[config.mk]
export PLATFORM = sky130hd
export DESIGN_NAME = hazardUnit
export DESIGN_NICKNAME = d
export VERILOG_FILES = /design/src/source/isaPkg.sv /design/src/source/pipePkg.sv /design/src/source/hazardUnit.sv
export SDC_FILE = /design/constraint.sdc
export NUM_CORES = 1
export LEC_CHECK = 0
export BUFFER_PORTS_ARGS = -buffer_cell sky130_fd_sc_hd__clkbuf_2
export CORE_AREA = 2 2 39 41
export DETAILED_ROUTE_END_ITERATION = 10
export DIE_AREA = 0 0 41 43
export SYNTH_ARGS = -nofsm -noshare
export SYNTH_HDL_FRONTEND = slang
export SYNTH_SLANG_ARGS = --single-unit
[constraint.sdc]
create_clock -name vclk -period 1.2
set_clock_uncertainty 0.15 [all_clocks]
set_input_delay 0.12 -clock vclk [all_inputs]
set_output_delay 0.12 -clock vclk [all_outputs]
set_load 0.01 [all_outputs]
[src/source/isaPkg.sv]
package isaPkg;

    typedef logic [15:0] wordT;
    typedef logic [1:0] regIndexT;
    typedef logic [15:0] addressT;

    typedef enum logic [3:0] {
        BNE = 4'd0,
        BEQ = 4'd1,
        BGZ = 4'd2,
        BLZ = 4'd3,
        ADI = 4'd4,
        ORI = 4'd5,
        LHI = 4'd6,
        LWD = 4'd7,
        SWD = 4'd8,
        JMP = 4'd9,
        JAL = 4'd10,
        RTYPE = 4'd15
    } opcodeT;

    // Jumps and system ops sit above the ALU func codes
    typedef enum logic [5:0] {
        ADD = 6'd0,
        SUB = 6'd1,
        AND = 6'd2,
        ORR = 6'd3,
        NOT = 6'd4,
        TCP = 6'd5,
        SHL = 6'd6,
        SHR = 6'd7,
        JPR = 6'd25,
        JRL = 6'd26,
        WWD = 6'd28,
        HLT = 6'd29
    } funcT;

endpackage

[src/source/pipePkg.sv]
package pipePkg;
    import isaPkg::*;

    typedef enum logic [3:0] {
        ALU_ADD,
        ALU_SUB,
        ALU_AND,
        ALU_OR,
        ALU_NOT,
        ALU_TCP,
        ALU_SHL,
        ALU_SHR,
        ALU_LHI,
        ALU_PASSA,
        ALU_BNE,
        ALU_BEQ,
        ALU_BGZ,
        ALU_BLZ
    } aluOpT;

    typedef enum logic [1:0] {
        FWD_NONE,
        FWD_MEM,
        FWD_WB
    } forwardSelT;

    typedef struct packed {
        logic regWrite;
        logic memToReg;
        logic memWrite;
        logic memRead;
        logic isBranch;
        logic aluSrc;
        logic isJumpReg;
        logic isJumpImm;
        logic linkWrite;
        logic writeOutput;
        logic isHalt;
        logic usesRs;
        logic usesRt;
        aluOpT aluOp;
    } controlT;

    typedef struct packed {
        addressT pc;
        wordT instruction;
        logic valid;
    } ifIdT;

    typedef struct packed {
        addressT pc;
        controlT control;
        wordT readData1;
        wordT readData2;
        regIndexT rs;
        regIndexT rt;
        regIndexT rd;
        wordT imm;
        logic valid;
    } idExT;

    typedef struct packed {
        controlT control;
        wordT aluResult;
        wordT storeData;
        regIndexT rd;
        logic valid;
    } exMemT;

    typedef struct packed {
        controlT control;
        wordT aluResult;
        wordT loadData;
        regIndexT rd;
        logic valid;
    } memWbT;

    typedef struct packed {
        logic read;
        logic write;
        addressT address;
        wordT writeData;
    } memRequestT;

endpackage

[src/source/hazardUnit.sv]
`timescale 1ns/1ps

module hazardUnit
    import isaPkg::*;
    import pipePkg::*;
(
    input regIndexT exRs,
    input regIndexT exRt,
    input regIndexT memRd,
    input logic memRegWrite,
    input logic memValid,
    input regIndexT wbRd,
    input logic wbRegWrite,
    input logic wbValid,
    input regIndexT idRs,
    input regIndexT idRt,
    input logic idUsesRs,
    input logic idUsesRt,
    input logic exMemRead,
    input regIndexT exRd,
    output forwardSelT forwardA,
    output forwardSelT forwardB,
    output logic loadStall
);

    // Memory stage holds the younger producer, so it is checked first
    function automatic forwardSelT selectSource(regIndexT source);
        if (memValid && memRegWrite && memRd == source) begin
            return FWD_MEM;
        end else if (wbValid && wbRegWrite && wbRd == source) begin
            return FWD_WB;
        end
        return FWD_NONE;
    endfunction

    assign forwardA = selectSource(exRs);
    assign forwardB = selectSource(exRt);

    // Bubbles carry cleared control, so memRead marks a valid load
    assign loadStall = exMemRead
        && ((idUsesRs && idRs == exRd) || (idUsesRt && idRt == exRd));

endmodule

==> results.sh <==
export IMPL_nFillCells=156
export IMPL_dp_cells=65
export IMPL_multiInputGateArea_um2=196
export IMPL_synth_compound_area_share_pct=9.66
export IMPL_fin_crit_ns=1.10
export IMPL_start_kind="input port"
export IMPL_syn_area_per_cell_um2=7.89
export IMPL_seqPwrFrac_pct=0
export IMPL_pwr_share_comb_pct=100.0
export IMPL_finalMaxSlewViolations=0
export IMPL_final_util_pct=25.0
export IMPL_netlist_area_um2=181
export IMPL_nNetsFinal=72
export IMPL_place_area_um2=332
export IMPL_slew_limit_headroom_pct=84.9
export IMPL_required_ns=0.93
export IMPL_setup_viol=0
export IMPL_cp_cell_sequence="clkbuf_2 -> xor2_1 -> nor4_2 -> clkbuf_2"
export IMPL_synth_xor_area_share_pct=48.3
export IMPL_worstSetupPathType="input port to primary output"
export IMPL_synth_distinct_cells=8
export IMPL_hold_violations=0
export IMPL_crit_fanout=2
export IMPL_stdcell_area_um2=347
export IMPL_synth_top_family_by_area="XOR/XNOR gates"
export IMPL_whs_path_depth=4
export IMPL_grt_max_degree=5
export IMPL_synth_top_cell_area_share_pct=38.6
export IMPL_power_switching_uw=52.2
export IMPL_status="complete, no violations"
export IMPL_syn_inst=23
export IMPL_drt_first_pass_iters=1
export IMPL_ios=26
export IMPL_drt_antenna_violating_nets=0
export IMPL_synth_area_top_cells="xor2_1, nor4_2, nor3_2"
export IMPL_pwr_share_clk_pct=0
export IMPL_viasPerCell=4.05
export IMPL_muxShareOfSynthArea_pct=0
export IMPL_arrival_ns=0.83
export IMPL_p_leak_nw=0.178
export IMPL_p_per_area_nw_per_um2=308
export IMPL_wire_per_inst_um=8.48
export IMPL_area_growth_pct=91.0
export IMPL_synth_warnings=0
export IMPL_fp_dieArea_um2=1760
export IMPL_seq_cells=0
export IMPL_synthAdderAreaFrac_pct=0
export IMPL_fp_dieH_um=43
export IMPL_p_sw_share_pct=48.9
export IMPL_fmax_mhz=906
export IMPL_yosys_area_share_simple_pct=42.1
export IMPL_min_to="loadStall"
export IMPL_seq_area_frac_synth_pct=0
export IMPL_drive_gt1_share_pct=65.3
export IMPL_postCtsHoldBufs=0
export IMPL_fin_cells=65
export IMPL_min_path_type="input port to primary output"
export IMPL_fin_crit_sh_pct=92.0
export IMPL_vias=263
export IMPL_cap_viol_max_count=0
export IMPL_rows=14
export IMPL_p_int_uw=54.6
export IMPL_final_cell_mix="clkbuf_2, xor2_1, nand2_1"
export IMPL_overflow=0
export IMPL_final_setup_tns_ns=0
export IMPL_antennaDiodeCount=0
export IMPL_wirelength_um=551
export IMPL_end_kind="primary output"
export IMPL_drtIter0Drc=0
export IMPL_drc=0
export IMPL_core_area_um2=1380
export IMPL_antenna_found_initial=0
export IMPL_final_common_cell="clkbuf_2"
export IMPL_grt_pass1_vias=223
export IMPL_synth_fp_nets=44
export IMPL_crit_slowest_cell="nor4_2"
export IMPL_critPathMaxStageDelay_ns=0.27
export IMPL_worst_slew_pin_slew_ns=0.225
export IMPL_die_x_um=41
export IMPL_gp_congestion=0.667
export IMPL_rsz0062_at_grt="no"
export IMPL_grt_pass1_wl_um=828
export IMPL_vdd_ir_drop_max_v=0.0000931
export IMPL_regArea_um2=0
export IMPL_start_util_pct=13.1
export IMPL_yosys_area_top_type="xor2_1"
export IMPL_port_buffers=26
export IMPL_grt_total_usage_pct=6.29
export IMPL_hp_start="idUsesRt"
export IMPL_nClkBuffers=0
export IMPL_path_common_cell="clkbuf_2"
## worst max-delay path by stage
stage	cells after the start	from	to
2_1_floorplan	3	memRd[0]	forwardB[1]
3_3_place_gp	5	exRt[1]	forwardB[1]
3_5_place_dp	5	exRt[1]	forwardB[1]
4_1_cts	5	memRd[0]	forwardA[1]
5_1_grt	5	memRd[0]	forwardB[1]
6_report	4	exRt[1]	forwardB[1]
## kinds of logic (layout without fill, tap and decap cells)
group,Yosys count,count (layout)
AND/OR/NAND/NOR,11,11
XOR/XNOR,10,10
AO/OA/AOI/OAI,2,2
buffers and inverters,0,26
## timing repair
item	CTS	global route
endpoints found under the setup margin	2	1
resized for setup	1	2
endpoints found under the hold margin	0	0
pin swaps	2	3
setup buffers	0	0
## metal layers
| layer | global-route usage [%] | vias to the layer above | wire, um |
|---|---|---|---|
| met4 | 0 | 0 | 0 |
| met2 | 10.3 | 21 | 252 |
| li1 | - | 134 | - |
| met1 | 8.23 | 108 | 203 |
| met3 | 2.09 | 0 | 95 |
| met5 | 0 | - | 0 |
## power by group through the flow
stage                     sequential (mW)  combinational (mW)  clock, mW
after CTS                               0               0.106          0
after global placement                  0               0.101          0
after global routing                    0               0.118          0
after floorplan                         0              0.0467          0
final                                   0               0.107          0
after detailed placement                0               0.103          0
## through the flow
stage	hold slack [ns]	setup WS (ns)	total power [mW]
finish	0.419	0.0957	0.107
global route	0.457	0.0399	0.118
CTS	0.425	0.00886	0.106
detailed placement	0.423	0.000199	0.103
global placement	0.427	0.0104	0.101
floorplan	0.236	0.199	0.0467
## synthesized netlist by cell type
master	number
nor4_2	2
nand2_1	3
xor2_1	8
and2_1	2
nor2_1	2
xnor2_1	2
nor3_2	2
o2111ai_1	2
## area by class of cell
class                      instances  share of cell area (%)
multi-input combinational         23                    56.7
timing repair buffer              26                    37.5
tap                               16                    5.78
## worst max-delay path, delay by kind of cell
family        cells  cell delay [ns]
simple gates      1             0.27
xor+xnor          1             0.17
buf+inv           2             0.27
Note: power is estimated with default switching activity, not from simulation.
