### src/source/isaPkg.sv
package isaPkg;

    typedef logic [15:0] wordT;
    typedef logic [1:0] regIndexT;
    typedef logic [15:0] addressT;

    typedef enum logic [3:0] {
        BNE = 4'd0,
        BEQ = 4'd1,
        BGZ = 4'd2,
        BLZ = 4'd3,
        ADI = 4'd4,
        ORI = 4'd5,
        LHI = 4'd6,
        LWD = 4'd7,
        SWD = 4'd8,
        JMP = 4'd9,
        JAL = 4'd10,
        RTYPE = 4'd15
    } opcodeT;

    // Jumps and system ops sit above the ALU func codes
    typedef enum logic [5:0] {
        ADD = 6'd0,
        SUB = 6'd1,
        AND = 6'd2,
        ORR = 6'd3,
        NOT = 6'd4,
        TCP = 6'd5,
        SHL = 6'd6,
        SHR = 6'd7,
        JPR = 6'd25,
        JRL = 6'd26,
        WWD = 6'd28,
        HLT = 6'd29
    } funcT;

endpackage

### src/source/pipePkg.sv
package pipePkg;
    import isaPkg::*;

    typedef enum logic [3:0] {
        ALU_ADD,
        ALU_SUB,
        ALU_AND,
        ALU_OR,
        ALU_NOT,
        ALU_TCP,
        ALU_SHL,
        ALU_SHR,
        ALU_LHI,
        ALU_PASSA,
        ALU_BNE,
        ALU_BEQ,
        ALU_BGZ,
        ALU_BLZ
    } aluOpT;

    typedef enum logic [1:0] {
        FWD_NONE,
        FWD_MEM,
        FWD_WB
    } forwardSelT;

    typedef struct packed {
        logic regWrite;
        logic memToReg;
        logic memWrite;
        logic memRead;
        logic isBranch;
        logic aluSrc;
        logic isJumpReg;
        logic isJumpImm;
        logic linkWrite;
        logic writeOutput;
        logic isHalt;
        logic usesRs;
        logic usesRt;
        aluOpT aluOp;
    } controlT;

    typedef struct packed {
        addressT pc;
        wordT instruction;
        logic valid;
    } ifIdT;

    typedef struct packed {
        addressT pc;
        controlT control;
        wordT readData1;
        wordT readData2;
        regIndexT rs;
        regIndexT rt;
        regIndexT rd;
        wordT imm;
        logic valid;
    } idExT;

    typedef struct packed {
        controlT control;
        wordT aluResult;
        wordT storeData;
        regIndexT rd;
        logic valid;
    } exMemT;

    typedef struct packed {
        controlT control;
        wordT aluResult;
        wordT loadData;
        regIndexT rd;
        logic valid;
    } memWbT;

    typedef struct packed {
        logic read;
        logic write;
        addressT address;
        wordT writeData;
    } memRequestT;

endpackage

### src/source/controlUnit.sv
`timescale 1ns/1ps

module controlUnit
    import isaPkg::*;
    import pipePkg::*;
(
    input wordT instruction,
    output controlT control
);

    opcodeT opcode;
    funcT func;
    logic isRtype;

    assign opcode = opcodeT'(instruction[15:12]);
    assign func = funcT'(instruction[5:0]);
    assign isRtype = (opcode == RTYPE);

    always_comb begin
        control = '0;
        control.aluOp = ALU_PASSA;
        case (opcode)
            BNE: control.aluOp = ALU_BNE;
            BEQ: control.aluOp = ALU_BEQ;
            BGZ: control.aluOp = ALU_BGZ;
            BLZ: control.aluOp = ALU_BLZ;
            ADI, LWD, SWD: control.aluOp = ALU_ADD;
            ORI: control.aluOp = ALU_OR;
            LHI: control.aluOp = ALU_LHI;
            RTYPE: begin
                case (func)
                    ADD: control.aluOp = ALU_ADD;
                    SUB: control.aluOp = ALU_SUB;
                    AND: control.aluOp = ALU_AND;
                    ORR: control.aluOp = ALU_OR;
                    NOT: control.aluOp = ALU_NOT;
                    TCP: control.aluOp = ALU_TCP;
                    SHL: control.aluOp = ALU_SHL;
                    SHR: control.aluOp = ALU_SHR;
                    default: control.aluOp = ALU_PASSA;
                endcase
            end
            default: control.aluOp = ALU_PASSA;
        endcase

        control.isBranch = opcode inside {BNE, BEQ, BGZ, BLZ};
        control.aluSrc = opcode inside {ADI, ORI, LHI, LWD, SWD};
        control.memRead = (opcode == LWD);
        control.memToReg = (opcode == LWD);
        control.memWrite = (opcode == SWD);
        control.isJumpImm = opcode inside {JMP, JAL};
        control.isJumpReg = isRtype && (func inside {JPR, JRL});
        // Link into register 2
        control.linkWrite = (opcode == JAL) || (isRtype && func == JRL);
        control.writeOutput = isRtype && (func == WWD);
        control.isHalt = isRtype && (func == HLT);
        control.regWrite = (opcode inside {ADI, ORI, LHI, LWD, JAL})
            || (isRtype && (func inside {ADD, SUB, AND, ORR, NOT, TCP, SHL, SHR, JRL}));
        control.usesRs = !(opcode inside {LHI, JMP, JAL}) && !(isRtype && func == HLT);
        control.usesRt = (opcode inside {BNE, BEQ, SWD})
            || (isRtype && (func inside {ADD, SUB, AND, ORR}));
    end

endmodule

### config.mk
export PLATFORM = sky130hd
export DESIGN_NAME = controlUnit
export DESIGN_NICKNAME = d
export VERILOG_FILES = /design/src/source/isaPkg.sv /design/src/source/pipePkg.sv /design/src/source/controlUnit.sv
export SDC_FILE = /design/constraint.sdc
export NUM_CORES = 1
export LEC_CHECK = 0
export ABC_CLOCK_PERIOD_IN_PS = 900
export BUFFER_PORTS_ARGS = -buffer_cell sky130_fd_sc_hd__buf_4
export CORE_MARGIN = 2
export CORE_UTILIZATION = 25
export DETAILED_ROUTE_END_ITERATION = 6
export GPL_ROUTABILITY_DRIVEN = 0
export GPL_TIMING_DRIVEN = 0
export PLACE_DENSITY_LB_ADDON = 0.1
export SETUP_SLACK_MARGIN = 0.05
export SYNTH_ARGS = -nofsm -noshare
export SYNTH_HDL_FRONTEND = slang
export SYNTH_SLANG_ARGS = --single-unit
export TNS_END_PERCENT = 30
### constraint.sdc
create_clock -name vclk -period 0.9
set_input_delay 0.045 -clock vclk [all_inputs]
set_output_delay 0.045 -clock vclk [all_outputs]
set_load 0.02 [all_outputs]
==> summary.txt <==
Area of the core - 1471 um2
FF+latch count - 0
Hold buffer count at CTS - 0
Crit. End Element - output pin
Total Wirelength - 1151 um
Leading cell type in the layout, fill and taps excluded - buf_4
Flop pwr share - 0
DIE HEIGHT - 43.26 um
Post-route DRC - 0
Max FO, Critical Path - 6
Final Power - 0.3295 mW
Setup WS post-layout - -148.6 ps
# port buffers - 27
Initial Util - 0.2619
Internal power - 0.1581 mW
CP startpoint kind - primary input
Setup Viol. Count Final - 10
Final nets - 97
HPWL after DPL - 926.3 um
Register area - 0 um2
Post-synthesis instance total - 53
Max-slew violation count - 0
Average size of a mapped cell - 7.271 um2
First-pass GRT wire length - 1863 um
Status - complete, but fails checks
DR iter-0 viols - 5
Worst path required time - 850 ps
Sequential area share after synthesis - 0
Unrepaired setup endpoints after global routing - true
Die X - 43.26 um
Hold path cells - 3
Mapped Nets - 69
Worst slack, placed - -248.5 ps
Sw Share - 0.5201
Worst Hold Endpoint - control[7]
Mapped cell area - 385.4 um2
GRT Resource Usage Total - 0.1190
IO Count - 33
Setup TNS - -813.9 ps
Worst EP arrival - 1000 ps
P_leak - 0.2872 nW
DR WL/cell - 12.12 um
Slew margin rel. - 0.8348
Switch Pwr - 0.1714 mW
# clk buffers - 0
P&R area growth vs syn - 82.14%
Max VDD drop - 0.0001941 V
Via/cell ratio - 5.263
GRT overflow - 0
Via count - 500
Setup Crit Path Kind - primary input to output pin
Maximum clock frequency - 953.7 MHz
Share of cells above drive strength 1 - 0.6456
DRT Pass-1 Iters - 4
Worst Tran Pin Value - 245.7 ps
Pwr dens - 469.4 nW/um2
Comb power frac - 1.000
Cell variety after synth - 32
DP Area - 630.6 um2
Die area - 1871 um2
Final Cell Area - 701.9 um2
Clock power frac - 0
Antenna violations before repair - 0
Minimum clock period - 1049 ps
Largest net degree at the start of global routing - 11
Synth Warn # - 0
Vias in the first global route - 409
Hold Fails Final Rpt - 0
Most frequent cells in the layout - buf_4 (22), buf_6 (8), nor2_1 (4), nand2b_1 (3), nor3_2 (3)
Postcts setup bufs - 0
Remaining antenna violation count - 0
Max-Cap Viols - 0
Hold crit path type - primary input to output pin
Hold wc startpoint - instruction[0]
Tcrit/Tclk final - 1.165
Row count - 14
Failing checks - setup timing
N_diodes - 0
[worst max-delay path: stages]
cell and delay [ps]:
buf_6 90, or3_4 420, o32ai_2 270, buf_4 180
[synthesized netlist by cell type]
cell / count / share of area
a22o_1: 2 / 0.045
a31oi_1: 1 / 0.016
inv_1: 2 / 0.019
nor3_1: 4 / 0.052
nand4_1: 1 / 0.016
o21ai_0: 3 / 0.039
nand4b_1: 1 / 0.023
nand4_4: 1 / 0.055
nand4bb_1: 1 / 0.029
nor2_1: 5 / 0.049
nand2b_1: 5 / 0.081
o21ai_2: 1 / 0.023
o21ai_1: 1 / 0.013
and2_1: 2 / 0.032
or2_2: 1 / 0.016
o22ai_2: 1 / 0.032
clkbuf_8: 1 / 0.036
o211a_1: 1 / 0.026
buf_4: 2 / 0.039
nor4_1: 1 / 0.016
nor4b_1: 1 / 0.023
xnor2_1: 1 / 0.023
a221oi_1: 1 / 0.023
nand2_1: 2 / 0.019
o32ai_2: 1 / 0.042
o31ai_1: 1 / 0.019
a211oi_1: 1 / 0.019
a21oi_1: 1 / 0.013
or3_4: 1 / 0.029
or3_1: 1 / 0.016
nand3_1: 2 / 0.026
buf_6: 3 / 0.088
[per-stage QoR]
step	cells	util	hold WS [ps]
5_1_grt	95	0.4770	408.1
4_1_cts	95	0.4481	397.2
6_report	95	0.4770	396.1
3_3_place_gp	96	0.4286	403.9
3_5_place_dp	96	0.4286	404.4
2_1_floorplan	53	-	178.7
[logic make-up after synthesis]
family                    synth area share
xor gates and xnor gates           0.02273
buffers and inverters               0.1818
and+or+nand+nor                     0.4838
AOI/OAI and AO/OA                   0.3117
[metal layers]
metal	part of all wire	global-route usage	up-vias
met4	0	0	0
met2	0.49	0.1940	10
met1	0.46	0.1823	236
met3	0.040	0.004255	0
met5	0	0	-
li1	-	-	254
[worst max path at each step]
stage / startpoint / end / slack (ps) / cells after the start
after floorplan: instruction[1] / control[6] / -110 / 3
after CTS: instruction[3] / control[4] / -170 / 4
after detailed placement: instruction[4] / control[4] / -250 / 5
after global placement: instruction[4] / control[4] / -250 / 5
after global routing: instruction[3] / control[4] / -180 / 4
final: instruction[3] / control[4] / -150 / 4
[layout make-up]
class | count | area (um2)
fillers | 165 | 769.5
well taps | 16 | 20.02
multi-input cells | 45 | 389.1
repair buffers | 27 | 221.5
inverters | 2 | 7.507
plain buffers | 5 | 63.81
[what timing repair did]
action | 4_1_cts | 5_1_grt
setup endpoints to repair | 14 | 13
pin swaps | 6 | 3
resized for setup | 9 | 10
[power groups by stage]
stage,Combinational (mW),Clock [mW],Sequential [mW]
4_1_cts,0.312,0,0
3_3_place_gp,0.300,0,0
5_1_grt,0.352,0,0
3_5_place_dp,0.300,0,0
6_report,0.329,0,0
2_1_floorplan,0.179,0,0
Note: power is estimated with default switching activity, not from simulation.
