`config.mk`:
```
export PLATFORM = sky130hd
export DESIGN_NAME = registerFile
export DESIGN_NICKNAME = d
export VERILOG_FILES = /design/src/source/isaPkg.sv /design/src/source/registerFile.sv
export SDC_FILE = /design/constraint.sdc
export NUM_CORES = 1
export LEC_CHECK = 0
export CAP_MARGIN = 20
export CORE_MARGIN = 4
export CORE_UTILIZATION = 40
export CTS_CLUSTER_SIZE = 14
export DETAILED_ROUTE_END_ITERATION = 10
export DONT_BUFFER_PORTS = 1
export GPL_TIMING_DRIVEN = 0
export PLACE_DENSITY = 0.62
export SYNTH_ARGS = -nofsm -noshare
export SYNTH_HDL_FRONTEND = slang
export SYNTH_SLANG_ARGS = --single-unit
```
`constraint.sdc`:
```
create_clock -name Clk -period 1.2 [get_ports Clk]
set_input_delay 0.06 -clock Clk [delete_from_list [all_inputs] [get_ports Clk]]
set_output_delay 0.06 -clock Clk [all_outputs]
set_load 0.05 [all_outputs]
```
`src/source/isaPkg.sv`:
```
package isaPkg;

    typedef logic [15:0] wordT;
    typedef logic [1:0] regIndexT;
    typedef logic [15:0] addressT;

    typedef enum logic [3:0] {
        BNE = 4'd0,
        BEQ = 4'd1,
        BGZ = 4'd2,
        BLZ = 4'd3,
        ADI = 4'd4,
        ORI = 4'd5,
        LHI = 4'd6,
        LWD = 4'd7,
        SWD = 4'd8,
        JMP = 4'd9,
        JAL = 4'd10,
        RTYPE = 4'd15
    } opcodeT;

    // Jumps and system ops sit above the ALU func codes
    typedef enum logic [5:0] {
        ADD = 6'd0,
        SUB = 6'd1,
        AND = 6'd2,
        ORR = 6'd3,
        NOT = 6'd4,
        TCP = 6'd5,
        SHL = 6'd6,
        SHR = 6'd7,
        JPR = 6'd25,
        JRL = 6'd26,
        WWD = 6'd28,
        HLT = 6'd29
    } funcT;

endpackage

```
`src/source/registerFile.sv`:
```
`timescale 1ns/1ps

module registerFile
    import isaPkg::*;
(
    input logic Clk,
    input logic reset,
    input regIndexT readIndex1,
    input regIndexT readIndex2,
    input regIndexT writeIndex,
    input wordT writeData,
    input logic writeEnable,
    output wordT readData1,
    output wordT readData2
);

    wordT registers [4];

    always_ff @(posedge Clk) begin
        if (reset) begin
            for (int i = 0; i < 4; i++) begin
                registers[i] <= '0;
            end
        end else if (writeEnable) begin
            registers[writeIndex] <= writeData;
        end
    end

    // Writeback value bypasses the array in the same cycle
    assign readData1 = (writeEnable && writeIndex == readIndex1) ? writeData
                                                                 : registers[readIndex1];
    assign readData2 = (writeEnable && writeIndex == readIndex2) ? writeData
                                                                 : registers[readIndex2];

endmodule

```
==> results of run 1 <==
==> power groups by stage <==
stage / clock, uW / sequential, uW / combinational [uW]
after floorplan: 0 / 2730 / 1340
after global placement: 0 / 2750 / 1490
after detailed placement: 0 / 2760 / 1500
after CTS: 2360 / 2710 / 1560
after global routing: 2490 / 2730 / 1620
final: 2320 / 2710 / 1550
==> cells by family (layout without fill, tap and decap cells) <==
kind of cell / after synthesis / count (layout) / synth area share
muxes: 64 / 64 / 0.326
xor gates and xnor gates: 4 / 4 / 0.00919
AOI/OAI and AO/OA: 1 / 1 / 0.00230
DFF: 64 / 64 / 0.504
and+or+nand+nor: 74 / 74 / 0.128
buffers and inverters: 14 / 46 / 0.0308
==> cell usage in the layout, fill, tap and decap left out, types with 4 or more instances in the layout <==
master | netlist | final
and2_1 | 64 | 64
edfxtp_1 | 64 | 64
mux4_2 | 5 | 32
mux2_4 | 16 | 32
dlygate4sd3_1 | 0 | 16
clkbuf_8 | 0 | 9
buf_12 | 2 | 4
xnor2_2 | 0 | 4
==> worst max-delay path by stage <==
stage | start | endpoint
global placement | reset | registers[1][12]$_SDFFCE_PN0P_
floorplan | registers[3][0]$_DFFE_PP_ | readData1[0]
detailed placement | reset | registers[1][12]$_SDFFCE_PN0P_
CTS | registers[2][6]$_SDFFCE_PN0P_ | readData1[6]
finish | registers[3][10]$_DFFE_PP_ | readData1[10]
global route | registers[3][10]$_DFFE_PP_ | readData1[10]
==> area by class of cell <==
type	instances	area (um2)	share of cell area
Buffer	14	148	0.0332
Clock buffer	9	124	0.0279
Clock inverter	7	125	0.0282
Multi-Input combinational cell	143	1800	0.406
Sequential cell	64	1920	0.433
Tap cell	129	161	0.0363
Timing Repair Buffer	16	160	0.0360
==> per-stage QoR <==
stage,setup TNS (ps),hold slack [ps],power [uW]
after CTS,-14300,93.9,6640
after global placement,-35520,259,4230
after detailed placement,-37540,262,4260
after global routing,-15500,55.4,6830
after floorplan,-462,258,4070
final,-13590,72.3,6580
==> repair_timing <==
action / 4_1_cts / 5_1_grt
hold endpoints to repair: 64 / 0
resized for setup: 3 / 5
hold buffers: 16 / 0
cloned: 0 / 0
setup endpoints to repair: 65 / 81
==> per-layer routing <==
layer / vias to the layer above / track usage
met1: 1046 / 0.198
met4: 0 / 0.0472
met3: 9 / 0.0502
li1: 919 / -
met5: - / 0
met2: 41 / 0.284
==> impl_metrics.yaml, run 1 <==
sta:
  grt_setup_unrepaired: "true"
  slew_headroom: 0.612
  post-route-period-util: 1.37
  layout_setup_ws_ps: -442
  drv_slew: 0
  max_freq_mhz: 609
  finalHoldViolCount: 0
  setup_viol: 32
  worst_pin_slew_ps: 582
  finalCriticalPeriod_ps: 1640
final_layout:
  largest_reg_flops: 64
  antenna_cells: 0
  nFillCells: 796
  area_growth_pct: 16.5
  finalInstanceArea_mm2: 0.00444
  reg_top3: "registers x64"
  finalNonFillerCells: 382
  fin_nets: 273
  finish.utilization: 0.481
  drive_gt1_frac: 0.415
  regMostFlops: "registers"
min_path:
  hp-start: "writeIndex[1]"
  worst_hold_path_type: "primary input to flop"
  hold_depth: 2
  holdPathEnd: "registers[1][3]$_SDFFCE_PN0P_"
power_and_ir_drop:
  clkPwrFrac: 0.353
  intPower_uw: 4640
  p_per_area_mw_per_mm2: 1480
  p_leak_uw: 0.00166
  seq_power_share: 0.412
  p_switching_uw: 1940
  pwr-share-comb: 0.235
  ir_drop_v: 0.000725
  sw_frac_of_total: 0.295
synth:
  syn_inst: 221
  synth_top_cell_by_area: "edfxtp_1"
  seq_area_frac_synth: 0.504
  syn_area_per_cell_um2: 17.3
  synth_common_cells: "and2_1 (64), edfxtp_1 (64), mux4_1 (27), mux2_2 (16), mux2_4 (16)"
  async_reset_ff_frac: 0
  synth_top_cell_area_share: 0.504
  synth_cell_types: 19
  ys_ff_latch: 64
  synth_edf_count: 64
  syn_area_mm2: 0.00381
  yosysWarningCount: 0
  synth_flop_cell: "edfxtp_1"
  synth.net_count: 246
  synth.area.top_cells: "edfxtp_1 (50%), mux4_1 (19%), and2_1 (11%)"
drt:
  ant_nets: 0
  wire_per_inst_um: 22.4
  drc_errors: 0
  routed_wl_um: 8550
  drt_iter0_drc: 123
  wl_met3_um: 430
  met1_length_um: 3570
  drt_first_pass_iters: 4
  routed.top_layer: "met4"
  dr_wl_met2_um: 4440
  viasPerCell: 5.27
  vias: 2015
floorplan:
  die-area_mm2: 0.0112
  initial_utilization: 0.413
  rows: 35
  ios: 57
  core_area_mm2: 0.00924
  dieHeight_um: 106
  fp.dieW_um: 106
place:
  hpwlAfterDp_um: 5440
  place.gp.congestion: 0.698
  placed_cells: 350
  placed_cell_area_mm2: 0.00401
  dpl_worst_slack_ps: -466
  portBuffers: 0
critical_path:
  end_kind: "primary output"
  worstPathRequired_ps: 1140
  crit_arrival_ps: 1580
  path_buf_inv: 0
  cp_max_fo: 2
  cpLargestDelayFamily: "multiplexers"
  worstSetupPathType: "flop to primary output"
  crit_cells: 2
  start_kind: "flop"
  critPathMaxStageDelay_ps: 480
  path_cells: "mux4_2 > mux2_4"
  slowest_stage: "mux4_2"
outcome:
  status: "finished, violations left"
  violations: "setup timing"
global_routing:
  antenna_found_initial: 0
  grt_max_degree: 17
  grt_usage: 0.164
  grt_first_pass_wirelength_um: 13400
  grt_pass1_vias: 2226
  grt_remaining_overflow: 0
clocking:
  numCtsBuffers: 9
  cts-root-buf: "clkbuf_8"
  cts_tree: "yes"
  cts.sink_count: 64
  clk_path_buf_depth: 2
  cts.repair_timing.setup_buffer_count: 0
  path_clk_slew_ps: 80
  cts_max_level: 3
run:
  maxCapViolations: 0
Note: power is estimated with default switching activity, not from simulation.
==> inputs of run 2 (changes only) <==
- SETUP_SLACK_MARGIN: unset -> 0.2
==> run 2 against run 1 <==
  * The run still ends with setup timing left
  * Non-clock buffer count stayed put
  * Setup slack lost 25 ps
  * Design area decreased by 0.28%
  * Power shrank 3.0%
  * Clock-buffer cell count is the same
  * Fmax shrank 1.5%
  * Via count decreased by 0.69%
  * Flip-flop and latch count unchanged
  * First-iteration DRC count down 33%
  * Die area is the same
  * Routed wire length is 1.1% lower
  * Final cell count stayed put
  * Critical endpoint is now readData2[6]
==> impl_metrics.yaml, run 2 (synthesis gave the netlist of run 1 again) <==
place:
  hpwlAfterDp_um: 5400
  portBuffers: 0
  placed_cell_area_mm2: 0.00404
  placed_cells: 350
  dpl_worst_slack_ps: -293
  place.gp.congestion: 0.720
drt:
  drt_first_pass_iters: 4
  drt_iter0_drc: 83
  ant_nets: 0
  viasPerCell: 5.24
  vias: 2001
  wire_per_inst_um: 22.1
  drc_errors: 0
  routed_wl_um: 8460
clocking:
  clk_path_buf_depth: 2
  cts.sink_count: 64
  cts.repair_timing.setup_buffer_count: 0
  path_clk_slew_ps: 80
  cts_tree: "yes"
  numCtsBuffers: 9
  cts-root-buf: "clkbuf_8"
  cts_max_level: 3
sta:
  finalHoldViolCount: 0
  layout_setup_ws_ps: -466
  drv_slew: 0
  fin_tns_setup_ps: -13770
  setup_viol: 32
  max_freq_mhz: 600
  post-route-period-util: 1.39
  worst_pin_slew_ps: 546
  finalCriticalPeriod_ps: 1670
  grt_setup_unrepaired: "true"
  slew_headroom: 0.636
floorplan:
  dieHeight_um: 106
  core_area_mm2: 0.00924
  ios: 57
  initial_utilization: 0.413
  die-area_mm2: 0.0112
  rows: 35
  fp.dieW_um: 106
global_routing:
  grt_pass1_vias: 2188
  grt_usage: 0.160
  grt_remaining_overflow: 0
  grt_first_pass_wirelength_um: 12900
  grt_max_degree: 17
  antenna_found_initial: 0
critical_path:
  start_kind: "flop"
  cp-startpoint: "registers[2][6]$_SDFFCE_PN0P_"
  critPathMaxStageDelay_ps: 480
  crit_arrival_ps: 1610
  path_cells: "mux4_2 > mux2_4"
  end_kind: "primary output"
  cp_max_fo: 2
  worstPathRequired_ps: 1140
  path_buf_inv: 0
  slowest_stage: "mux4_2"
  worstSetupPathType: "flop to primary output"
  cpLargestDelayFamily: "multiplexers"
min_path:
  hp-start: "writeIndex[0]"
  worst_hold_path_type: "primary input to flop"
run:
  maxCapViolations: 0
final_layout:
  largest_reg_flops: 64
  regMostFlops: "registers"
  finalInstanceArea_mm2: 0.00443
  reg_top3: "registers x64"
  antenna_cells: 0
  fin_nets: 273
  finalNonFillerCells: 382
  most-common-layout-cells: "and2_1 (64), edfxtp_1 (64), mux4_2 (32), mux2_4 (32), dlygate4sd3_1 (16)"
  nFillCells: 801
  area_growth_pct: 16.2
  drive_gt1_frac: 0.427
power_and_ir_drop:
  power_uw: 6380
  p_per_area_mw_per_mm2: 1440
  p_leak_uw: 0.00166
  ir_drop_v: 0.000561
outcome:
  violations: "setup timing"
  status: "finished, violations left"
-- run 2: cell types whose count changed in the layout (fill, tap and decap cells not counted), sizes merged --
cell      delta
clkinv       +1
bufinv       -1
inv          -1
clkinvlp     +1
-- run 2: what timing repair did --
| item | in CTS | in global routing |
|---|---|---|
| hold buffers | 16 | 0 |
| setup endpoints to repair | 61 | 39 |
| endpoints found under the hold margin | 64 | 0 |
| gates resized for setup | 3 | 2 |
-- run 2: path summary, 6_finish.rpt --
| kind | to | slack, ps | cells past startpoint |
|---|---|---|---|
| max | readData2[6] | -470 | 2 |
| min | registers[0][1]$_SDFFCE_PN0P_ | 60 | 2 |
-- run 2: report_power, final --
part,total (uW),leakage [uW],internal (uW),switching [uW]
Combinational,1550,0.000925,599,949
Sequential,2710,0.000622,2630,73.2
Clock,2130,0.000110,1190,935
-- run 2: metrics by stage --
step | util | hold WS (ps)
final | 0.479 | 62.4
after global routing | 0.479 | 57.6
after CTS | 0.479 | 52.9
after detailed placement | 0.437 | 262
after global placement | 0.437 | 259
after floorplan | - | 258
-- run 2: area by class of cell --
cell class | instances | area [um2] | area share
Clock buffer | 9 | 124 | 0.0280
Sequential cell | 64 | 1920 | 0.434
Tap cell | 129 | 161 | 0.0364
Buffer | 14 | 150 | 0.0339
Multi-Input combinational cell | 143 | 1810 | 0.409
Clock inverter | 7 | 103 | 0.0232
Timing Repair Buffer | 16 | 160 | 0.0361
-- run 2: per-layer routing --
metal | GRT usage | wire length [um] | vias to the layer above
met1 | 0.190 | 3400 | 1020
met4 | 0.0685 | 144 | 0
met2 | 0.270 | 4390 | 52
li1 | - | - | 917
met5 | 0 | 0 | -
met3 | 0.0453 | 522 | 12
==> inputs of run 3 (changes only) <==
- CELL_PAD_IN_SITES_DETAIL_PLACEMENT: unset -> 1
- CELL_PAD_IN_SITES_GLOBAL_PLACEMENT: unset -> 2
- PLACE_DENSITY: 0.62 -> 0.79
==> run 3 against run 2 <==
  * The run still ends with setup timing left
  * Non-clock buffer count is the same
  * Global-route usage grew 1.3 points
  * Combinational power is essentially flat
  * Design area shrank 0.23%
  * Fmax is essentially flat
  * Critical endpoint is now readData2[9]
  * Largest power group unchanged
==> impl_metrics.yaml, run 3 (synthesis gave the netlist of run 1 again) <==
outcome:
  status: "finished, violations left"
  violations: "setup timing"
global_routing:
  grt_remaining_overflow: 0
  grt_max_degree: 17
  grt_first_pass_wirelength_um: 14000
  grt_pass1_vias: 2295
  grt_usage: 0.172
  antenna_found_initial: 0
sta:
  fin_tns_setup_ps: -13870
  setup_viol: 32
  grt_setup_unrepaired: "true"
  slew_headroom: 0.641
  worst_pin_slew_ps: 539
  finalHoldViolCount: 0
  post-route-period-util: 1.39
  finalCriticalPeriod_ps: 1660
  drv_slew: 0
  max_freq_mhz: 601
  layout_setup_ws_ps: -465
power_and_ir_drop:
  p_per_area_mw_per_mm2: 1430
  ir_drop_v: 0.000551
  p_leak_uw: 0.00165
floorplan:
  rows: 35
  fp.dieW_um: 106
  ios: 57
  die-area_mm2: 0.0112
  core_area_mm2: 0.00924
  initial_utilization: 0.413
  dieHeight_um: 106
drt:
  vias: 2062
  viasPerCell: 5.40
  ant_nets: 0
  drc_errors: 0
  routed_wl_um: 8900
  drt_first_pass_iters: 4
  drt_iter0_drc: 107
  wire_per_inst_um: 23.3
critical_path:
  cp_max_fo: 2
  start_kind: "flop"
  crit_arrival_ps: 1600
  worstSetupPathType: "flop to primary output"
  end_kind: "primary output"
  worstPathRequired_ps: 1140
final_layout:
  antenna_cells: 0
  reg_top3: "registers x64"
  most-common-layout-cells: "and2_1 (64), edfxtp_1 (64), mux4_2 (32), mux2_4 (32), dlygate4sd3_1 (16)"
  seq_area_mm2: 0.00192
  fin_nets: 273
  regMostFlops: "registers"
  largest_reg_flops: 64
  nFillCells: 876
  drive_gt1_frac: 0.423
  multi_input_area_mm2: 0.00181
  area_growth_pct: 16.0
place:
  portBuffers: 0
  dpl_worst_slack_ps: -290
  place.gp.congestion: 0.703
  hpwlAfterDp_um: 5900
clocking:
  path_clk_slew_ps: 80
  numCtsBuffers: 9
  cts.sink_count: 64
  clk_path_buf_depth: 2
  cts_tree: "yes"
  cts.repair_timing.setup_buffer_count: 0
  cts_max_level: 3
  cts-root-buf: "clkbuf_8"
min_path:
  worst_hold_path_type: "primary input to flop"
run:
  maxCapViolations: 0
[run 3: critical path: stages (launching register included)]
cell and delay (ps):
edfxtp_1 400, mux4_2 500, mux2_4 360
[run 3: path summary, 6_finish.rpt]
path                                  start                       endpoint  slack (ps)  depth (start not counted)
setup / recovery  registers[3][9]$_DFFE_PP_                   readData2[9]        -460                          2
hold / removal                writeIndex[0]  registers[0][4]$_SDFFCE_PN0P_          70                          2
[run 3: report_power, final]
group | internal [uW] | switching [uW]
logic | 599 | 952
registers | 2640 | 79.7
clock network | 1170 | 887
[run 3: through the flow]
stage           util  power (uW)  cell area (um2)  cells  hold WS [ps]
4_1_cts        0.478        6390             4420    382          49.8
6_report       0.478        6320             4420    382          66.3
5_1_grt        0.478        6570             4420    382          56.6
3_3_place_gp   0.437        4240             4040    350           259
3_5_place_dp   0.437        4270             4040    350           263
2_1_floorplan      -        4080             3880    221           258
[run 3: final cells by class]
type	instances	share of cell area
multi-input cells	143	0.410
plain buffers	14	0.0337
repair buffers	16	0.0362
flip-flops and latches	64	0.435
clock buffers	9	0.0280
clock inverters	7	0.0212
well taps	129	0.0365
[run 3: metal layers]
layer / vias to the layer above / wire length (um) / global-route usage
li1: 917 / - / -
met3: 12 / 417 / 0.0392
met1: 1074 / 3520 / 0.205
met4: 0 / 179 / 0.0675
met2: 59 / 4780 / 0.302
met5: - / 0 / 0
[run 3: timing repair]
item	CTS	global route
resized for setup	2	3
endpoints found under the hold margin	64	0
pin swaps	0	0
hold buffers	16	0
setup endpoints to repair	52	43
