**src/source/isaPkg.sv**
```systemverilog
package isaPkg;

    typedef logic [15:0] wordT;
    typedef logic [1:0] regIndexT;
    typedef logic [15:0] addressT;

    typedef enum logic [3:0] {
        BNE = 4'd0,
        BEQ = 4'd1,
        BGZ = 4'd2,
        BLZ = 4'd3,
        ADI = 4'd4,
        ORI = 4'd5,
        LHI = 4'd6,
        LWD = 4'd7,
        SWD = 4'd8,
        JMP = 4'd9,
        JAL = 4'd10,
        RTYPE = 4'd15
    } opcodeT;

    // Jumps and system ops sit above the ALU func codes
    typedef enum logic [5:0] {
        ADD = 6'd0,
        SUB = 6'd1,
        AND = 6'd2,
        ORR = 6'd3,
        NOT = 6'd4,
        TCP = 6'd5,
        SHL = 6'd6,
        SHR = 6'd7,
        JPR = 6'd25,
        JRL = 6'd26,
        WWD = 6'd28,
        HLT = 6'd29
    } funcT;

endpackage

```
**src/source/pipePkg.sv**
```systemverilog
package pipePkg;
    import isaPkg::*;

    typedef enum logic [3:0] {
        ALU_ADD,
        ALU_SUB,
        ALU_AND,
        ALU_OR,
        ALU_NOT,
        ALU_TCP,
        ALU_SHL,
        ALU_SHR,
        ALU_LHI,
        ALU_PASSA,
        ALU_BNE,
        ALU_BEQ,
        ALU_BGZ,
        ALU_BLZ
    } aluOpT;

    typedef enum logic [1:0] {
        FWD_NONE,
        FWD_MEM,
        FWD_WB
    } forwardSelT;

    typedef struct packed {
        logic regWrite;
        logic memToReg;
        logic memWrite;
        logic memRead;
        logic isBranch;
        logic aluSrc;
        logic isJumpReg;
        logic isJumpImm;
        logic linkWrite;
        logic writeOutput;
        logic isHalt;
        logic usesRs;
        logic usesRt;
        aluOpT aluOp;
    } controlT;

    typedef struct packed {
        addressT pc;
        wordT instruction;
        logic valid;
    } ifIdT;

    typedef struct packed {
        addressT pc;
        controlT control;
        wordT readData1;
        wordT readData2;
        regIndexT rs;
        regIndexT rt;
        regIndexT rd;
        wordT imm;
        logic valid;
    } idExT;

    typedef struct packed {
        controlT control;
        wordT aluResult;
        wordT storeData;
        regIndexT rd;
        logic valid;
    } exMemT;

    typedef struct packed {
        controlT control;
        wordT aluResult;
        wordT loadData;
        regIndexT rd;
        logic valid;
    } memWbT;

    typedef struct packed {
        logic read;
        logic write;
        addressT address;
        wordT writeData;
    } memRequestT;

endpackage

```
**src/source/datapath.sv**
```systemverilog
`timescale 1ns/1ps

module datapath
    import isaPkg::*;
    import pipePkg::*;
(
    input logic Clk,
    input logic reset,
    output wordT instruction,
    input controlT control,
    output regIndexT readIndex1,
    output regIndexT readIndex2,
    output regIndexT writeIndex,
    output wordT writeData,
    output logic writeEnable,
    input wordT readData1,
    input wordT readData2,
    output regIndexT exRs,
    output regIndexT exRt,
    output regIndexT memRd,
    output logic memRegWrite,
    output logic memValid,
    output regIndexT wbRd,
    output logic wbRegWrite,
    output logic wbValid,
    output regIndexT idRs,
    output regIndexT idRt,
    output logic idUsesRs,
    output logic idUsesRt,
    output logic exMemRead,
    output regIndexT exRd,
    input forwardSelT forwardA,
    input forwardSelT forwardB,
    input logic loadStall,
    output wordT operandA,
    output wordT operandB,
    output wordT immediate,
    output logic aluSrc,
    output aluOpT aluOp,
    input wordT result,
    input logic branchTaken,
    output addressT fetchAddress,
    input wordT fetchData,
    input logic fetchGrant,
    output memRequestT dataRequest,
    input wordT loadData,
    output wordT outputPort,
    output logic outputValid,
    output logic halted,
    output wordT retiredCount
);

    ifIdT ifId;
    idExT idEx;
    exMemT exMem;
    memWbT memWb;
    addressT pc;
    addressT nextPc;
    logic haltFetch;
    wordT decodeImm;
    regIndexT decodeRd;
    addressT jumpTarget;
    addressT branchTarget;
    logic jumpFlush;
    logic haltDecode;
    logic branchFlush;

    // Decode
    assign instruction = ifId.instruction;
    assign idRs = ifId.instruction[11:10];
    assign idRt = ifId.instruction[9:8];
    assign readIndex1 = idRs;
    assign readIndex2 = idRt;
    assign idUsesRs = ifId.valid & control.usesRs;
    assign idUsesRt = ifId.valid & control.usesRt;

    // ORI takes a zero-extended immediate
    assign decodeImm = (control.aluSrc && control.aluOp == ALU_OR)
        ? {8'h00, ifId.instruction[7:0]} : {{8{ifId.instruction[7]}}, ifId.instruction[7:0]};
    assign decodeRd = control.linkWrite ? 2'd2
        : (ifId.instruction[15:12] == RTYPE) ? ifId.instruction[7:6] : ifId.instruction[9:8];
    assign jumpTarget = {ifId.pc[15:12], ifId.instruction[11:0]};
    assign jumpFlush = ifId.valid & control.isJumpImm;
    assign haltDecode = ifId.valid & control.isHalt;

    // Execute
    assign exRs = idEx.rs;
    assign exRt = idEx.rt;
    assign exRd = idEx.rd;
    assign exMemRead = idEx.control.memRead;
    assign writeData = memWb.control.memToReg ? memWb.loadData : memWb.aluResult;
    assign operandA = (forwardA == FWD_MEM) ? exMem.aluResult
                    : (forwardA == FWD_WB) ? writeData : idEx.readData1;
    assign operandB = (forwardB == FWD_MEM) ? exMem.aluResult
                    : (forwardB == FWD_WB) ? writeData : idEx.readData2;
    assign immediate = idEx.imm;
    assign aluSrc = idEx.control.aluSrc;
    assign aluOp = idEx.control.aluOp;
    assign branchTarget = idEx.pc + 16'd1 + idEx.imm;
    assign branchFlush = idEx.valid
        & ((idEx.control.isBranch & branchTaken) | idEx.control.isJumpReg);

    // Memory and writeback
    assign memRd = exMem.rd;
    assign memRegWrite = exMem.control.regWrite;
    assign memValid = exMem.valid;
    assign dataRequest = '{read: exMem.valid & exMem.control.memRead,
                           write: exMem.valid & exMem.control.memWrite,
                           address: exMem.aluResult,
                           writeData: exMem.storeData};
    assign wbRd = memWb.rd;
    assign wbRegWrite = memWb.control.regWrite;
    assign wbValid = memWb.valid;
    assign writeIndex = memWb.rd;
    assign writeEnable = memWb.valid & memWb.control.regWrite;

    assign fetchAddress = pc;

    always_comb begin
        if (branchFlush && idEx.control.isBranch) begin
            nextPc = branchTarget;
        end else if (branchFlush) begin
            nextPc = operandA;
        end else if (jumpFlush) begin
            nextPc = jumpTarget;
        end else if (loadStall || !fetchGrant || haltFetch || haltDecode) begin
            nextPc = pc;
        end else begin
            nextPc = pc + 16'd1;
        end
    end

    always_ff @(posedge Clk) begin
        if (reset) begin
            ifId.valid <= 1'b0;
            idEx.valid <= 1'b0;
            idEx.control <= '0;
            exMem.valid <= 1'b0;
            exMem.control <= '0;
            memWb.valid <= 1'b0;
            memWb.control <= '0;
        end else begin
            if (branchFlush) begin
                ifId.valid <= 1'b0;
            end else if (!loadStall) begin
                if (jumpFlush || haltDecode || haltFetch || !fetchGrant) begin
                    ifId.valid <= 1'b0;
                end else begin
                    ifId <= '{pc: pc, instruction: fetchData, valid: 1'b1};
                end
            end

            if (branchFlush || loadStall || !ifId.valid) begin
                idEx.valid <= 1'b0;
                idEx.control <= '0;
            end else begin
                idEx <= '{pc: ifId.pc, control: control, readData1: readData1,
                          readData2: readData2, rs: idRs, rt: idRt, rd: decodeRd,
                          imm: decodeImm, valid: 1'b1};
            end

            exMem <= '{control: idEx.control,
                       aluResult: idEx.control.linkWrite ? idEx.pc + 16'd1 : result,
                       storeData: operandB, rd: idEx.rd, valid: idEx.valid};
            memWb <= '{control: exMem.control, aluResult: exMem.aluResult,
                       loadData: loadData, rd: exMem.rd, valid: exMem.valid};
        end
    end

    // PC, halt and retire bookkeeping
    always_ff @(posedge Clk) begin
        if (reset) begin
            pc <= '0;
            haltFetch <= 1'b0;
            outputPort <= '0;
            outputValid <= 1'b0;
            halted <= 1'b0;
            retiredCount <= '0;
        end else begin
            pc <= nextPc;
            haltFetch <= haltFetch | (haltDecode & ~branchFlush);
            outputValid <= memWb.valid & memWb.control.writeOutput;
            if (memWb.valid && memWb.control.writeOutput) begin
                outputPort <= memWb.aluResult;
            end
            if (memWb.valid) begin
                retiredCount <= retiredCount + 16'd1;
            end
            if (memWb.valid && memWb.control.isHalt) begin
                halted <= 1'b1;
            end
        end
    end

endmodule

```
**config.mk**
```make
export PLATFORM = sky130hd
export DESIGN_NAME = datapath
export DESIGN_NICKNAME = d
export VERILOG_FILES = /design/src/source/isaPkg.sv /design/src/source/pipePkg.sv /design/src/source/datapath.sv
export SDC_FILE = /design/constraint.sdc
export NUM_CORES = 1
export LEC_CHECK = 0
export BUFFER_PORTS_ARGS = -buffer_cell sky130_fd_sc_hd__buf_2
export CAP_MARGIN = 20
export CORE_ASPECT_RATIO = 1.75
export CORE_MARGIN = 1
export CORE_UTILIZATION = 42
export CTS_CLUSTER_SIZE = 28
export DETAILED_ROUTE_END_ITERATION = 8
export MAX_ROUTING_LAYER = met4
export PLACE_DENSITY = 0.63
export SLEW_MARGIN = 10
export SYNTH_ARGS = -nofsm -noshare
export SYNTH_HDL_FRONTEND = slang
export SYNTH_SLANG_ARGS = --single-unit
```
**constraint.sdc**
```tcl
create_clock -name Clk -period 14.4 [get_ports Clk]
set_clock_uncertainty 0.15 [all_clocks]
set_input_delay 4.32 -clock Clk [delete_from_list [all_inputs] [get_ports Clk]]
set_output_delay 4.32 -clock Clk [all_outputs]
set_load 0.02 [all_outputs]
```
==> impl_metrics.csv, run 1 <==
group,metric,value,unit
clock_tree,clockRootBuffer,"clkbuf_16",
clock_tree,cts.sinks,242,
floorplan,placeableCoreArea,26590,µm²
synth,synthArstFlopShare,0,%
finish,syn_to_final_growth,16.89,%
detailed_routing,dr.pass1.iters,5,
critical_path,endpoint_kind,"output port",
grt,use_met1,24.83,%
finish,layout_commonest_cell,"buf_2",
synth,synth.yosys.warnings,0,
synth,synth_top_cell_by_area,"edfxtp_1",
detailed_routing,wl,29920,µm
sta,final_hold_viol_count,0,
grt,grt_max_degree,62,
synth,post-synth-top-area-fraction,43.06,%
detailed_routing,drt-wirelength-per-cell,19.30,µm
place,dp_hpwl,22370,µm
clock_tree,cts_setup_buffers,0,
sta,finalSetupViolations,0,
detailed_routing,routed_via_density,5.230,
detailed_routing,drtIter0Drc,522,
synth,ys_types,57,
grt,track_usage,21.77,%
status,outcome,"finished, final reports clean",
power_and_ir_drop,ir_drop,0.1089,mV
detailed_routing,vias,8106,
power_and_ir_drop,total_power,1.551,mW
clock_tree,htree_levels,1,
clock_tree,numCtsBuffers,24,
finish,drive_gt1_share,33.01,%
sta,fmax,96.92,MHz
power_and_ir_drop,power_per_cell_area,116.7,nW/µm²
clock_tree,cts_resized,0,
sta,slew_headroom,29.76,%
clock_tree,ctsHoldBuffers,0,
clock_tree,clk_pin_slew,60,ps
critical_path,regToRegSetupSlack,10930,ps
floorplan,rows,79,
floorplan,io_pins,303,
critical_path,cp.required,9930,ps
synth,syn_area_per_cell,11.33,µm²
critical_path,worstSetupPathType,"input port to output port",
sta,min_period_over_period,71.65,%
clock_tree,clockBufferDepth,3,
floorplan,die_area,27750,µm²
finish,layout.nets,1335,
floorplan,die_y,219.6,µm
floorplan,die_width,126.4,µm
place,gp_congestion,0.8888,
detailed_routing,drc,0,
sta,worst_pin_slew,1052,ps
clock_tree,clk_latency,530,ps
synth,ys.flop_type,"edfxtp_1",
grt,grt_pass1_vias,7704,
synth,synthesis.nets,1132,
critical_path,r2r_start,"idEx[67]$_SDFF_PN0_",
grt,top_usage_layer,"met2",
grt,antenna_found_initial,2,
sta,maxSlewViolCount,0,
sta,min_period,10320,ps
critical_path,reg2reg_to,"idEx[43]$_DFFE_PP_",
clock_tree,cts_tree,"built",
critical_path,start_kind,"input port",
detailed_routing,drtAntennaViolNets,0,
worst_hold_path,hold_path_depth,0,
grt,grt_use_met2,39.10,%
synth,synthCells,1003,
worst_hold_path,whs_endpoint,"idEx[80]$_DFFE_PP_",
power_and_ir_drop,p_leak,5.399,nW
run,max_cap_viol_count,0,
place,port_buffers,302,
worst_hold_path,hp-start,"ifId[25]$_DFFE_PP_",
grt,grt_pass1_wl,44220,µm
synth,ys_seq_area_share,56.98,%
sta,rsz0062_at_grt,"false",
grt,overflow,0,
sta,fin_tns_setup,0,ps
synth,synth-seq-cells,242,
critical_path,ff2ff_path_depth,6,
worst_hold_path,hold_path_class,"register to register",
synth,netlist_area,11370,µm²
finish,final_cell_mix,"302 x buf_2, 163 x edfxtp_1, 126 x nand2_1",
synth,synth_top_cells_by_area,"edfxtp_1 43%, dfxtp_1 14%, buf_4 5.9%, mux2_2 4.9%, nand2_1 4.2%",
critical_path,cp_data_arrival_time,5850,ps
critical_path,crit_path_max_fanout,48,
synth,synth-edff-count,163,
floorplan,start_util,42.75,%
grt,gr-usage-met3,2.282,%
## logic make-up after synthesis
kind of cell	synth area share [%]
AOI/OAI and AO/OA	10.30
xor gates and xnor gates	3.776
adders and majority gates	2.598
buffers and inverters	8.113
DFF	56.98
muxes	6.715
and+or+nand+nor	11.51
## worst max-delay path, stage by stage
cell	delay, ps
buf_2	680
mux2_2	420
nand2_1	60
o21ai_0	130
buf_2	220
## where the power goes
group / leakage [nW] / internal (mW) / switching [mW]
clock: 0.375 / 0.354 / 0.273
sequential: 2.17 / 0.766 / 0.0166
combinational: 2.85 / 0.0522 / 0.0892
## Yosys cell counts (21+ instances only)
| library cell | count |
|---|---|
| a21oi_1 | 38 |
| and2_1 | 23 |
| buf_4 | 89 |
| clkbuf_1 | 30 |
| dfxtp_1 | 79 |
| edfxtp_1 | 163 |
| ha_1 | 22 |
| inv_1 | 24 |
| mux2_2 | 49 |
| nand2_1 | 126 |
| nor2_1 | 42 |
| o21ai_0 | 62 |
| xnor2_1 | 28 |
| xor2_1 | 21 |
## stage by stage
step	area, µm²	std cells	util, %	setup WS (ps)	hold WS, ps
after global placement	12500	1504	47.02	4074	251.3
after floorplan	11370	1003	-	4415	250.3
after CTS	13280	1548	49.95	4079	270.0
after global routing	13290	1550	49.96	3978	275.6
final	13290	1550	49.96	4082	268.0
after detailed placement	12500	1504	47.02	4090	254.5
## metal layers
layer  wire length (µm)  vias up
li1                   -     3905
met4                996        0
met2              15750      301
met1              11780     3845
met3               1392       55
met5                  0        -
## worst max path at each step
stage,start,endpoint,slack (ps),depth (start not counted)
3_3_place_gp,forwardA[1],operandA[14],4070,5
4_1_cts,forwardA[1],operandA[14],4080,5
6_report,forwardA[1],operandA[14],4080,5
3_5_place_dp,forwardA[1],operandA[14],4090,5
5_1_grt,forwardA[1],operandA[14],3980,5
2_1_floorplan,forwardB[1],operandB[0],4410,4
## registers in the layout (all words and copies together) (netlist names), 4 cells and up
signal and cells:
dataRequest 32, outputPort 16, aluOp 4, instruction 16
exMem 5, ifId 17, immediate 9, memWb 35
fetchAddress 16, idEx 57, retiredCount 16
## layout make-up
cell class / instances / area (µm²)
clock inverter: 17 / 143.9
multi-input combinational: 607 / 3981
sequential: 242 / 6476
clock buffer: 27 / 633.1
inverter: 24 / 91.34
antenna: 2 / 5.005
tap: 324 / 405.4
timing repair buffer: 307 / 1549
fill: 2447 / 13300
(Power assumes the default switching activity.)
==> run 2, diff against run 1 <==
ABC_AREA = 1   (was not set)
clock period = 10 ns   (was 14.4 ns; I/O delays follow)
==> run 2 against run 1 <==
Synthesized cell count grew 26%. Cell area up 1.1%. Setup slack worse by 1900 ps. Final cell count increased by 18%. Register-to-register slack worse by 4400 ps. Hold slack lost 18 ps. Non-clock buffer count grew 1. Combinational power grew 50%. Total power increased by 45%. Critical path depth increased by 3. Sequential cell count unchanged. Area after synthesis increased by 1.0%. Critical path type unchanged. Largest power group unchanged.
==> impl_metrics.csv, run 2 <==
group,metric,value,unit
status,outcome,"finished, final reports clean",
synth,synth-seq-cells,242,
synth,synth_compound_area_share,8.457,%
grt,overflow,0,
synth,synth-edff-count,163,
worst_hold_path,hp-start,"exMem[42]$_SDFF_PP0_",
sta,worst_pin_slew,967.8,ps
sta,final_hold_viol_count,0,
critical_path,slowest_delay,480,ps
synth,ys_seq_area_share,56.41,%
run,max_cap_viol_count,0,
synth,synthesis.nets,1395,
floorplan,placeableCoreArea,26690,µm²
synth,netlist_area,11480,µm²
finish,layout_commonest_cell,"buf_2",
synth,synth_top_cells_by_area,"edfxtp_1 43%, dfxtp_1 14%, nand2_1 8.7%, buf_4 5.8%, nor2_1 5.5%",
grt,antenna_found_initial,3,
clock_tree,numCtsBuffers,24,
critical_path,worstSetupPathType,"input port to output port",
clock_tree,clockBufferDepth,3,
critical_path,cp.required,6850,ps
critical_path,start_kind,"input port",
floorplan,rows,79,
synth,post-synth-top-area-fraction,42.63,%
critical_path,r2r_start,"idEx[72]$_DFFE_PP_",
synth,synth-xor-area-share,1.221,%
clock_tree,cts_resized,0,
finish,drive_gt1_share,24.20,%
sta,fin_tns_setup,0,ps
synth,syn_area_per_cell,9.069,µm²
clock_tree,clk_latency,540,ps
floorplan,io_pins,303,
clock_tree,cts_tree,"built",
critical_path,crit_family,"buffers and inverters",
synth,synth.yosys.warnings,0,
critical_path,regToRegSetupSlack,6490,ps
synth,synth_most_common_cell,"nand2_1",
critical_path,cp_data_arrival_time,4640,ps
synth,ys.flop_type,"edfxtp_1",
clock_tree,cts_setup_buffers,0,
finish,n_fill_cell,2597,
critical_path,crit_path_max_fanout,17,
sta,maxSlewViolCount,0,
finish,layout.nets,1607,
synth,synth-adder-area-share,2.572,%
synth,synth.area.mux_share,0,%
floorplan,die_y,220.7,µm
detailed_routing,wl,34170,µm
critical_path,crit_slowest_cell,"inv_1",
grt,grt_pass1_wl,50230,µm
critical_path,cp_num_buf_inv,5,
floorplan,die_width,127.0,µm
synth,synthCells,1266,
worst_hold_path,hold_path_class,"register to register",
place,dp_hpwl,25710,µm
power_and_ir_drop,ir_drop,0.1664,mV
power_and_ir_drop,power_per_cell_area,167.1,nW/µm²
critical_path,endpoint_kind,"output port",
synth,synth-simple-area-share,19.47,%
finish,stdcell_area,13440,µm²
detailed_routing,drt-wirelength-per-cell,18.74,µm
power_and_ir_drop,p_leak,6.134,nW
grt,grt_max_degree,63,
grt,grt_pass1_vias,8688,
sta,finalSetupViolations,0,
synth,synthArstFlopShare,0,%
detailed_routing,vias,9285,
synth,synth_top_family_by_area,"simple AND/OR/NAND/NOR gates",
critical_path,reg2reg_to,"fetchAddress[15]$_SDFFE_PP0P_",
sta,slew_headroom,35.33,%
detailed_routing,routed_via_density,5.093,
clock_tree,ctsHoldBuffers,0,
detailed_routing,drtAntennaViolNets,0,
power_and_ir_drop,total_power,2.245,mW
grt,track_usage,24.85,%
sta,min_period,7789,ps
place,gp_congestion,0.9415,
worst_hold_path,whs_endpoint,"memWb[42]$_SDFF_PP0_",
synth,ys_types,40,
finish,syn_to_final_growth,17.02,%
detailed_routing,dr.pass1.iters,6,
clock_tree,clockRootBuffer,"clkbuf_16",
floorplan,start_util,43.02,%
finish,largest_reg_flops,57,
finish,final_cell_mix,"302 x buf_2, 265 x nand2_1, 168 x nor2_1",
critical_path,crit_chain,"buf_2 -> inv_1 -> nor2_1 -> buf_4 -> inv_1 -> nor2_1 -> o22ai_1 -> buf_2",
detailed_routing,drc,0,
clock_tree,cts.sinks,242,
floorplan,die_area,28030,µm²
clock_tree,htree_levels,1,
sta,min_period_over_period,77.89,%
worst_hold_path,hold_path_depth,2,
sta,rsz0062_at_grt,"false",
finish,regMostFlops,"idEx",
place,place_area,12620,µm²
synth,ys_top_cells_by_count,"265 x nand2_1, 169 x nor2_1, 163 x edfxtp_1, 140 x inv_1, 89 x buf_4",
clock_tree,clk_pin_slew,70,ps
detailed_routing,drtIter0Drc,727,
critical_path,ff2ff_path_depth,19,
place,port_buffers,302,
synth,synth_top_cell_by_area,"edfxtp_1",
sta,fmax,128.4,MHz
[run 2: cell count changes in the layout (fill, tap and decap cells not counted), sizes merged, moves of 11 or more]
cell	delta
nand2	+141
mux2i	-20
o22ai	+22
a211oi	-12
mux2	-50
and3	-11
and2	-22
nor2	+127
nor2b	-13
xor2	-11
nand3	+55
inv	+120
xnor2	-22
[run 2: area by class of cell]
type / instances / area [µm²] / share of cell area (%)
multi-input combinational: 759 / 3650 / 27.17
sequential: 242 / 6476 / 48.20
clock buffer: 34 / 689.4 / 5.131
inverter: 143 / 541.8 / 4.032
clock inverter: 10 / 88.84 / 0.6612
tap: 324 / 405.4 / 3.017
antenna: 3 / 7.507 / 0.05588
timing repair buffer: 308 / 1577 / 11.73
[run 2: per-stage QoR]
step	std cells	hold slack (ps)	util, %	worst slack (ps)
6_report	1823	249.5	50.34	2211
5_1_grt	1823	268.6	50.34	2085
4_1_cts	1819	252.0	50.21	2166
3_5_place_dp	1775	243.4	47.29	2169
3_3_place_gp	1775	239.6	47.29	2232
2_1_floorplan	1266	238.3	-	2629
[run 2: metal layers]
layer  track usage [%]  wire length (µm)  vias to the layer above
met5                 -                 0                        -
met4             11.27              1429                        0
met3             2.780              1741                       72
met2             44.18             17820                      367
met1             28.00             13180                     4324
li1                  -                 -                     4522
[run 2: cell families after synthesis]
group	after synthesis
AOI/OAI and AO/OA	175
DFF	242
xor gates and xnor gates	16
adders and majority gates	23
and+or+nand+nor	545
buffers and inverters	265
[run 2: tightest hold or removal path, stage by stage, from the launching register on]
cell and delay (ps):
dfxtp_1 300, inv_1 40, nor2_1 30
[run 2: where the power goes]
| part | internal [mW] | switching (mW) | total [mW] | leakage [nW] |
|---|---|---|---|---|
| clock | 0.510 | 0.392 | 0.902 | 0.381 |
| combinational | 0.0689 | 0.142 | 0.211 | 3.58 |
| sequential | 1.11 | 0.0265 | 1.13 | 2.17 |
[run 2: worst max path at each step]
stage | startpoint | to | slack, ps | depth (start not counted)
after floorplan | forwardB[0] | operandB[10] | 2630 | 6
after global placement | forwardA[1] | operandA[7] | 2230 | 7
after detailed placement | forwardA[1] | operandA[7] | 2170 | 7
after CTS | forwardA[1] | operandA[7] | 2170 | 7
after global routing | forwardB[1] | operandB[13] | 2080 | 8
final | forwardB[1] | operandB[13] | 2210 | 8
